$ cat src/verilog/ad9866_pkg.sv
/*
  AD9866 codec port definitions
  Sample, nibble, gain and command types shared by the codec
  port blocks, plus the gain command addresses and the receive
  level thresholds.
*/

`default_nettype none

package ad9866_pkg;

  // Codec sample as two's complement
  typedef logic [11:0] sample_t;

  // One word on the 6-bit codec TX or RX bus
  typedef logic [5:0] nibble_t;

  // PGA gain code
  typedef logic [5:0] gain_t;

  // Command bus fields
  typedef logic [5:0]  cmd_addr_t;
  typedef logic [31:0] cmd_data_t;

  // Gain command addresses
  localparam cmd_addr_t ADDR_RX_GAIN = 6'h0a;
  localparam cmd_addr_t ADDR_TX_GAIN = 6'h0e;

  // RX gain loaded by reset
  localparam gain_t GAIN_RX_RESET = 6'h1f;

  // Full scale samples, either one counts as a clip
  localparam sample_t CLIP_POS = 12'h7ff;
  localparam sample_t CLIP_NEG = 12'h800;

  // Top three bits of a sample at a healthy level,
  // roughly 3/4 of full scale in either direction
  localparam logic [2:0] GOOD_POS = 3'b011;
  localparam logic [2:0] GOOD_NEG = 3'b100;

endpackage

`default_nettype wire

$ cat src/verilog/gain_control.sv
/*
  Gain control
  Decodes the RX and TX gain commands, picks the gain the PGA
  should run at and flags a pending fast gain update until the
  transmit side has sent it in a gain frame.
*/

`timescale 1ns/1ps
`default_nettype none

module gain_control (
  input  logic                  clk,
  input  logic                  rxclrstatus,
  input  ad9866_pkg::cmd_addr_t cmd_addr,
  input  ad9866_pkg::cmd_data_t cmd_data,
  input  logic                  cmd_rqst,
  input  logic                  tx_en,
  input  logic                  cw_on,
  input  logic                  gain_taken,
  output logic                  cmd_ack,
  output ad9866_pkg::gain_t     gain,
  output logic                  gain_update
);

  ad9866_pkg::gain_t rx_gain;
  ad9866_pkg::gain_t tx_gain;
  logic              tx_gain_en;
  logic              tx_gain_active;
  ad9866_pkg::gain_t gain_next;

  // Bit 6 passes the code as is, bit 5 inverts it,
  // otherwise the low five bits get a leading one
  function automatic ad9866_pkg::gain_t decode_gain(input logic [6:0] field);
    ad9866_pkg::gain_t code;
    if (field[6]) begin
      code = field[5:0];
    end else if (field[5]) begin
      code = ~field[5:0];
    end else begin
      code = {1'b1, field[4:0]};
    end
    return code;
  endfunction

  // Command decode
  always_ff @(posedge clk) begin
    if (rxclrstatus) begin
      rx_gain    <= ad9866_pkg::GAIN_RX_RESET;
      tx_gain    <= '0;
      tx_gain_en <= 1'b0;
      cmd_ack    <= 1'b0;
    end else begin
      cmd_ack <= cmd_rqst;
      if (cmd_rqst) begin
        case (cmd_addr)
          ad9866_pkg::ADDR_RX_GAIN: begin
            rx_gain <= decode_gain(cmd_data[6:0]);
          end
          ad9866_pkg::ADDR_TX_GAIN: begin
            tx_gain    <= decode_gain(cmd_data[14:8]);
            tx_gain_en <= cmd_data[15];
          end
          default: begin
          end
        endcase
      end
    end
  end

  // Gain selection, first matching rule wins
  always_comb begin
    tx_gain_active = tx_en & tx_gain_en;
    gain_next      = gain;
    if ((rx_gain != gain) && !tx_gain_active) begin
      gain_next = rx_gain;
    end else if ((tx_gain != gain) && tx_gain_active) begin
      gain_next = tx_gain;
    end else if ((tx_gain != gain) && cw_on) begin
      // Keyed CW with TX gain off runs the PGA at minimum
      gain_next = '0;
    end
  end

  // A new gain outranks a frame that takes the old one
  always_ff @(posedge clk) begin
    if (rxclrstatus) begin
      gain        <= '0;
      gain_update <= 1'b0;
    end else begin
      gain        <= gain_next;
      gain_update <= (gain_next != gain) | (gain_update & ~gain_taken);
    end
  end

  // Host issues single cycle requests, so acks never merge
  a_cmd_ack_single: assert property (
    @(posedge clk) disable iff (rxclrstatus) cmd_ack |=> !cmd_ack
  );

endmodule

`default_nettype wire

$ cat src/verilog/tx_serializer.sv
/*
  Transmit serializer
  Splits each 12-bit sample into a high and a low nibble for the
  codec TX bus. A pending gain update replaces the high nibble of
  a frame, marked by pga5, and that frame carries no txsync.
*/

`timescale 1ns/1ps
`default_nettype none

module tx_serializer (
  input  logic                clk,
  input  logic                rxclrstatus,
  input  ad9866_pkg::sample_t tx_data,
  input  logic                tx_en,
  input  ad9866_pkg::gain_t   gain,
  input  logic                gain_update,
  output logic                tx_strobe,
  output logic                gain_taken,
  output ad9866_pkg::nibble_t ad9866_tx,
  output logic                ad9866_txsync,
  output logic                ad9866_txquiet_n,
  output logic                ad9866_pga5
);

  logic                load_phase;
  logic                tx_en_d1;
  ad9866_pkg::sample_t frame_word;
  logic                frame_gain;
  logic                frame_en;

  assign tx_strobe        = load_phase & tx_en_d1;
  assign gain_taken       = load_phase & gain_update;
  assign ad9866_txquiet_n = tx_en_d1;

  // Frame word, loaded once per sample period
  always_ff @(posedge clk) begin
    if (load_phase) begin
      if (gain_update) begin
        frame_word <= {gain, tx_data[5:0]};
      end else begin
        frame_word <= tx_data;
      end
    end
  end

  always_ff @(posedge clk) begin
    if (rxclrstatus) begin
      load_phase    <= 1'b0;
      tx_en_d1      <= 1'b0;
      frame_gain    <= 1'b0;
      frame_en      <= 1'b0;
      ad9866_tx     <= '0;
      ad9866_txsync <= 1'b0;
      ad9866_pga5   <= 1'b0;
    end else begin
      load_phase <= ~load_phase;
      tx_en_d1   <= tx_en;
      if (load_phase) begin
        frame_gain <= gain_update;
        frame_en   <= tx_en_d1;
        // Low nibble of the frame in flight
        ad9866_tx     <= frame_en ? frame_word[5:0] : '0;
        ad9866_txsync <= frame_en & ~frame_gain;
        ad9866_pga5   <= 1'b0;
      end else begin
        // High nibble, gain frames go out even when idle
        ad9866_tx     <= (frame_en | frame_gain) ? frame_word[11:6] : '0;
        ad9866_txsync <= 1'b0;
        ad9866_pga5   <= frame_gain;
      end
    end
  end

  // Codec would latch a gain nibble as sample data otherwise,
  // so the low nibble after a pga5 nibble carries no txsync
  a_sync_pga5_excl: assert property (
    @(posedge clk) disable iff (rxclrstatus) ad9866_pga5 |=> !ad9866_txsync
  );

endmodule

`default_nettype wire

$ cat src/verilog/rx_deserializer.sv
/*
  Receive deserializer
  Captures the codec RX bus and rxsync, joins the nibble before
  the sync nibble with the sync nibble into a 12-bit sample and
  presents it with a one-cycle strobe.
*/

`timescale 1ns/1ps
`default_nettype none

module rx_deserializer (
  input  logic                clk,
  input  logic                rxclrstatus,
  input  ad9866_pkg::nibble_t ad9866_rx,
  input  logic                ad9866_rxsync,
  output ad9866_pkg::sample_t rx_data,
  output logic                rx_strobe
);

  ad9866_pkg::nibble_t rx_d1;
  ad9866_pkg::nibble_t rx_d2;
  logic                rxsync_d1;
  ad9866_pkg::sample_t rx_word;
  logic                word_valid;

  // Data path, high nibble arrives first
  always_ff @(posedge clk) begin
    rx_d1 <= ad9866_rx;
    rx_d2 <= rx_d1;
    if (rxsync_d1) begin
      rx_word <= {rx_d2, rx_d1};
    end
    if (word_valid) begin
      rx_data <= rx_word;
    end
  end

  always_ff @(posedge clk) begin
    if (rxclrstatus) begin
      rxsync_d1  <= 1'b0;
      word_valid <= 1'b0;
      rx_strobe  <= 1'b0;
    end else begin
      rxsync_d1  <= ad9866_rxsync;
      word_valid <= rxsync_d1;
      rx_strobe  <= word_valid;
    end
  end

  // Codec marks every second nibble only
  a_rx_strobe_gap: assert property (
    @(posedge clk) disable iff (rxclrstatus) rx_strobe |=> !rx_strobe
  );

endmodule

`default_nettype wire

$ cat src/verilog/level_monitor.sv
/*
  Receive level monitor
  Sticky flags for received samples that hit full scale and for
  samples in the good level band. Only reset clears them.
*/

`timescale 1ns/1ps
`default_nettype none

module level_monitor (
  input  logic                clk,
  input  logic                rxclrstatus,
  input  ad9866_pkg::sample_t rx_data,
  input  logic                rx_strobe,
  output logic                rxclip,
  output logic                rxgoodlvl
);

  logic clip_hit;
  logic good_hit;

  assign clip_hit = (rx_data == ad9866_pkg::CLIP_POS) ||
                    (rx_data == ad9866_pkg::CLIP_NEG);

  // Top three bits give the level band
  assign good_hit = (rx_data[11:9] == ad9866_pkg::GOOD_POS) ||
                    (rx_data[11:9] == ad9866_pkg::GOOD_NEG);

  always_ff @(posedge clk) begin
    if (rxclrstatus) begin
      rxclip    <= 1'b0;
      rxgoodlvl <= 1'b0;
    end else if (rx_strobe) begin
      if (clip_hit) begin
        rxclip <= 1'b1;
      end
      if (good_hit) begin
        rxgoodlvl <= 1'b1;
      end
    end
  end

endmodule

`default_nettype wire

$ cat src/verilog/ad9866_port.sv
/*
  AD9866 full duplex codec port
  Host side sample, command and status signals on one side, the
  codec TX and RX nibble buses on the other. Runs at nibble rate
  with fast PGA gain updates sent in the TX stream.
*/

`timescale 1ns/1ps
`default_nettype none

module ad9866_port (
  input  logic                  clk,
  input  logic                  rxclrstatus,

  // Host transmit
  input  ad9866_pkg::sample_t   tx_data,
  input  logic                  tx_en,
  output logic                  tx_strobe,
  input  logic                  cw_on,

  // Host receive and status
  output ad9866_pkg::sample_t   rx_data,
  output logic                  rx_strobe,
  output logic                  rxclip,
  output logic                  rxgoodlvl,

  // Command bus
  input  ad9866_pkg::cmd_addr_t cmd_addr,
  input  ad9866_pkg::cmd_data_t cmd_data,
  input  logic                  cmd_rqst,
  output logic                  cmd_ack,

  // Codec pins
  output ad9866_pkg::nibble_t   ad9866_tx,
  output logic                  ad9866_txsync,
  output logic                  ad9866_txquiet_n,
  output logic                  ad9866_pga5,
  output logic                  ad9866_mode,
  input  ad9866_pkg::nibble_t   ad9866_rx,
  input  logic                  ad9866_rxsync
);

  ad9866_pkg::gain_t gain;
  logic              gain_update;
  logic              gain_taken;

  // Full duplex only
  assign ad9866_mode = 1'b1;

  gain_control i_gain_control (
    .clk         (clk),
    .rxclrstatus (rxclrstatus),
    .cmd_addr    (cmd_addr),
    .cmd_data    (cmd_data),
    .cmd_rqst    (cmd_rqst),
    .tx_en       (tx_en),
    .cw_on       (cw_on),
    .gain_taken  (gain_taken),
    .cmd_ack     (cmd_ack),
    .gain        (gain),
    .gain_update (gain_update)
  );

  tx_serializer i_tx_serializer (
    .clk              (clk),
    .rxclrstatus      (rxclrstatus),
    .tx_data          (tx_data),
    .tx_en            (tx_en),
    .gain             (gain),
    .gain_update      (gain_update),
    .tx_strobe        (tx_strobe),
    .gain_taken       (gain_taken),
    .ad9866_tx        (ad9866_tx),
    .ad9866_txsync    (ad9866_txsync),
    .ad9866_txquiet_n (ad9866_txquiet_n),
    .ad9866_pga5      (ad9866_pga5)
  );

  rx_deserializer i_rx_deserializer (
    .clk           (clk),
    .rxclrstatus   (rxclrstatus),
    .ad9866_rx     (ad9866_rx),
    .ad9866_rxsync (ad9866_rxsync),
    .rx_data       (rx_data),
    .rx_strobe     (rx_strobe)
  );

  level_monitor i_level_monitor (
    .clk         (clk),
    .rxclrstatus (rxclrstatus),
    .rx_data     (rx_data),
    .rx_strobe   (rx_strobe),
    .rxclip      (rxclip),
    .rxgoodlvl   (rxgoodlvl)
  );

endmodule

`default_nettype wire

$ cat config.mk
export PLATFORM = sky130hd
export DESIGN_NAME = ad9866_port
export DESIGN_NICKNAME = d
export VERILOG_FILES = /design/src/verilog/ad9866_pkg.sv /design/src/verilog/gain_control.sv /design/src/verilog/tx_serializer.sv /design/src/verilog/rx_deserializer.sv /design/src/verilog/level_monitor.sv /design/src/verilog/ad9866_port.sv
export SDC_FILE = /design/constraint.sdc
export NUM_CORES = 1
export LEC_CHECK = 0
export BUFFER_PORTS_ARGS = -buffer_cell sky130_fd_sc_hd__buf_2
export CAP_MARGIN = 0
export CORE_MARGIN = 10
export CORE_UTILIZATION = 35
export CTS_BUF_LIST = sky130_fd_sc_hd__clkbuf_4
export DETAILED_ROUTE_END_ITERATION = 10
export GPL_TIMING_DRIVEN = 0
export PLACE_DENSITY = 0.62
export SYNTH_ARGS = -nofsm -noshare
export SYNTH_HDL_FRONTEND = slang
export SYNTH_SLANG_ARGS = --single-unit
$ cat constraint.sdc
create_clock -name clk -period 2.3 [get_ports clk]
set_clock_uncertainty 0.15 [all_clocks]
set_input_delay 0.46 -clock clk [delete_from_list [all_inputs] [get_ports clk]]
set_output_delay 0.46 -clock clk [all_outputs]
set_load 0.01 [all_outputs]
==> reports/metrics.csv <==
metric,value,unit
setup repair after global routing missed its margin,no,
fraction of the cycle the final worst path needs,0.923,
netlist area before placement,3350,um2
min Tclk post-route,2120,ps
highest ir drop seen on vdd,0.246,mV
detailed-route vias per instance,4.52,
CP top delay family,compound AO/OA/AOI/OAI gates,
Initial Util,0.360,
Finish-stage setup viols,0,
placement row count,35,
most frequent cells in the layout,"69 x sky130_fd_sc_hd__buf_2, 49 x sky130_fd_sc_hd__dfxtp_1, 40 x sky130_fd_sc_hd__nor2_1",
detail-routed net length per standard cell,13.5,um
area growth from synthesis to layout,22.4,%
clock buffer count from CTS,9,
pins over their slew limit,0,
buffer depth of the longest clock path,2,
Netlist cell types,46,
power per unit of standard cell area,669,nW/um2
net count after synthesis,341,
warnings from Yosys,0,
clock tree from TritonCTS,done,
top fanout value on the critical path,6,
worst path arrival time,2310,ps
vias in the first global route,2298,
startpoint types,register,
"Reg clk slew, reported paths",160,ps
biggest cell delay along the critical path,560,ps
cell leakage power,1.60,nW
area fraction of the dominant cell type after synthesis,0.323,
DP HPWL,5.20,mm
setup tns final,0,ps
die width,118,um
Detailed Route Iter0 Violations,101,
clock sink total,86,
DR DRC count,0,
nature of the critical path endpoint,register,
most frequent standard cell in the layout excluding fill and tap cells,sky130_fd_sc_hd__buf_2,
ports placed on the boundary,89,
post-route core utilization,0.441,
Routed Antenna Nets,0,
pin count of the biggest net entering global routing,25,
Critical path buffers and inverters,0,
part of the Yosys area used for sequential elements,0.622,
core box area,9280,um2
wire length of the first global-routing pass,11.3,mm
first-pass iteration count of the detailed router,4,
mean area per synthesized cell,12.0,um2
proportion of register bits with asynchronous set or reset after synthesis,0,
number of maximum-capacitance violations,0,
number of nets in the layout,430,
Final GP Congestion,0.852,
Final Hold Viols,0,
path type of the worst min-delay path,input pin to register,
final instance area,4100,um2
GRT Overall Usage,0.100,
worst skew pair latency,440,ps
total placed instance area,3850,um2
flip-flop and latch count after synthesis,86,
Gate Count Post-Synth,279,
area enclosed by the die boundary,13900,um2
reg-to-reg setup timing slack,180,ps
ordered list of cells on the worst path,xnor2_2 -> nand3_2 -> o41ai_4 -> a21oi_2 -> a2111oi_2 -> a21oi_1,
minimum hold slack,35.4,ps
total wirelength of the detailed-routed design,6.80,mm
number of vias after detailed routing,2275,
die outline height,118,um
Root Driver,sky130_fd_sc_hd__clkbuf_4,
final total power,2.74,mW
worst slew pin tran,536,ps
initial antenna violation count,1,
slowest cell on the critical path,sky130_fd_sc_hd__o41ai_4,
largest cells by area after synthesis,"sky130_fd_sc_hd__edfxtp_1 32%, sky130_fd_sc_hd__dfxtp_1 30%, sky130_fd_sc_hd__nor2_1 4.5%",
"Worst Path Class, Setup",register to register,
FMAX,471,MHz
cell type with the largest total area after synthesis,sky130_fd_sc_hd__edfxtp_1,
status,finished clean,
proportion of layout cells with a drive suffix above 1,0.284,
required time at the worst-slack endpoint,2490,ps
number of H-tree levels,3,
count of input and output buffers,69,
total gr overflow,0,
"Primary FF master, synth",sky130_fd_sc_hd__dfxtp_1,
Post-synth EDFFs,36,
max-slew headroom at the worst pin,0.642,
==> where the power goes <==
| group | switching, mW | total [mW] | internal (mW) |
|---|---|---|---|
| logic | 0.0928 | 0.205 | 0.112 |
| registers | 0.0416 | 1.69 | 1.65 |
| clock network | 0.580 | 0.841 | 0.261 |
==> synth_stat cells, types with 5 or more instances <==
master and n:
sky130_fd_sc_hd__a211o_1 5, sky130_fd_sc_hd__a211oi_1 7, sky130_fd_sc_hd__a21oi_1 19, sky130_fd_sc_hd__a22oi_1 6, sky130_fd_sc_hd__clkbuf_1 10, sky130_fd_sc_hd__dfxtp_1 50, sky130_fd_sc_hd__edfxtp_1 36, sky130_fd_sc_hd__mux2_2 6
sky130_fd_sc_hd__nand2_1 9, sky130_fd_sc_hd__nand4_1 5, sky130_fd_sc_hd__nor2_1 40, sky130_fd_sc_hd__nor2b_1 10, sky130_fd_sc_hd__nor3b_1 6, sky130_fd_sc_hd__o21ai_0 5, sky130_fd_sc_hd__xnor2_1 15
==> flip-flops by register name (all words and copies together) (netlist names) <==
register                          flops
i_rx_deserializer.word_valid          1
i_gain_control.cmd_ack                1
i_rx_deserializer.rx_d2               6
i_rx_deserializer.rx_word            12
i_tx_serializer.frame_word           12
i_gain_control.tx_gain                6
i_tx_serializer.ad9866_tx             6
i_level_monitor.rxclip                1
i_rx_deserializer.rx_data            12
i_gain_control.tx_gain_en             1
i_tx_serializer.ad9866_txsync         1
i_gain_control.rx_gain                6
i_gain_control.gain                   6
i_rx_deserializer.rx_d1               6
i_level_monitor.rxgoodlvl             1
i_tx_serializer.ad9866_txquiet_n      1
i_tx_serializer.ad9866_pga5           1
i_tx_serializer.frame_en              1
i_gain_control.gain_update            1
i_tx_serializer.frame_gain            1
i_rx_deserializer.rx_strobe           1
i_rx_deserializer.rxsync_d1           1
i_tx_serializer.load_phase            1
==> metrics by stage <==
step	setup slack, ps	instances
floorplan	392	279
global placement	172	477
detailed placement	170	477
CTS	158	498
global route	40.0	503
finish	176	503
==> logic make-up (layout without fill, tap and decap cells) <==
kind of cell	after synthesis	in the layout	share of synthesized area
AND/OR/NAND/NOR	89	89	0.139
flip-flops	86	86	0.622
AO/OA/AOI/OAI	52	52	0.108
XOR/XNOR	21	21	0.0651
buffers and inverters	21	115	0.0355
multiplexers	9	9	0.0292
other	1	2	0.00112
==> repair_timing <==
action / 4_1_cts / 5_1_grt
buffers inserted: 0 / 0
endpoints found under the setup margin: 1 / 0
gates resized for setup: 1 / 0
endpoints found under the hold margin: 6 / 4
hold buffers: 6 / 4
==> worst register-to-register path, stage by stage (launching register included) <==
cell,delay [ps]
sky130_fd_sc_hd__dfxtp_1,500
sky130_fd_sc_hd__xnor2_2,150
sky130_fd_sc_hd__nand3_2,130
sky130_fd_sc_hd__o41ai_4,560
sky130_fd_sc_hd__a21oi_2,60
sky130_fd_sc_hd__a2111oi_2,370
sky130_fd_sc_hd__a21oi_1,110
==> worst paths after layout <==
| kind | startpoint | endpoint | cells past startpoint |
|---|---|---|---|
| hold reg to reg | i_rx_deserializer.rx_d1[4] | i_rx_deserializer.rx_d2[4] | 0 |
| setup / recovery | i_gain_control.gain[4] | i_gain_control.gain_update | 6 |
| setup reg to reg | i_gain_control.gain[4] | i_gain_control.gain_update | 6 |
| hold / removal | tx_data[5] | i_tx_serializer.frame_word[5] | 1 |
==> cell type report <==
cell class	count	area, um2
clock inverters	7	75.1
well taps	129	161
multi-input cells	172	1140
inverters	4	15.0
clock buffers	9	67.6
flip-flops and latches	86	2080
diodes	1	2.50
fillers	905	5190
plain buffers	16	100
repair buffers	79	445
==> per-layer routing <==
layer,global-route usage,share of wire,up-vias
met4,0.0433,0.014,0
met1,0.132,0.51,1021
met3,0.0398,0.068,9
met5,0,0,-
met2,0.142,0.41,75
li1,-,-,1170
(Power assumes the default switching activity.)
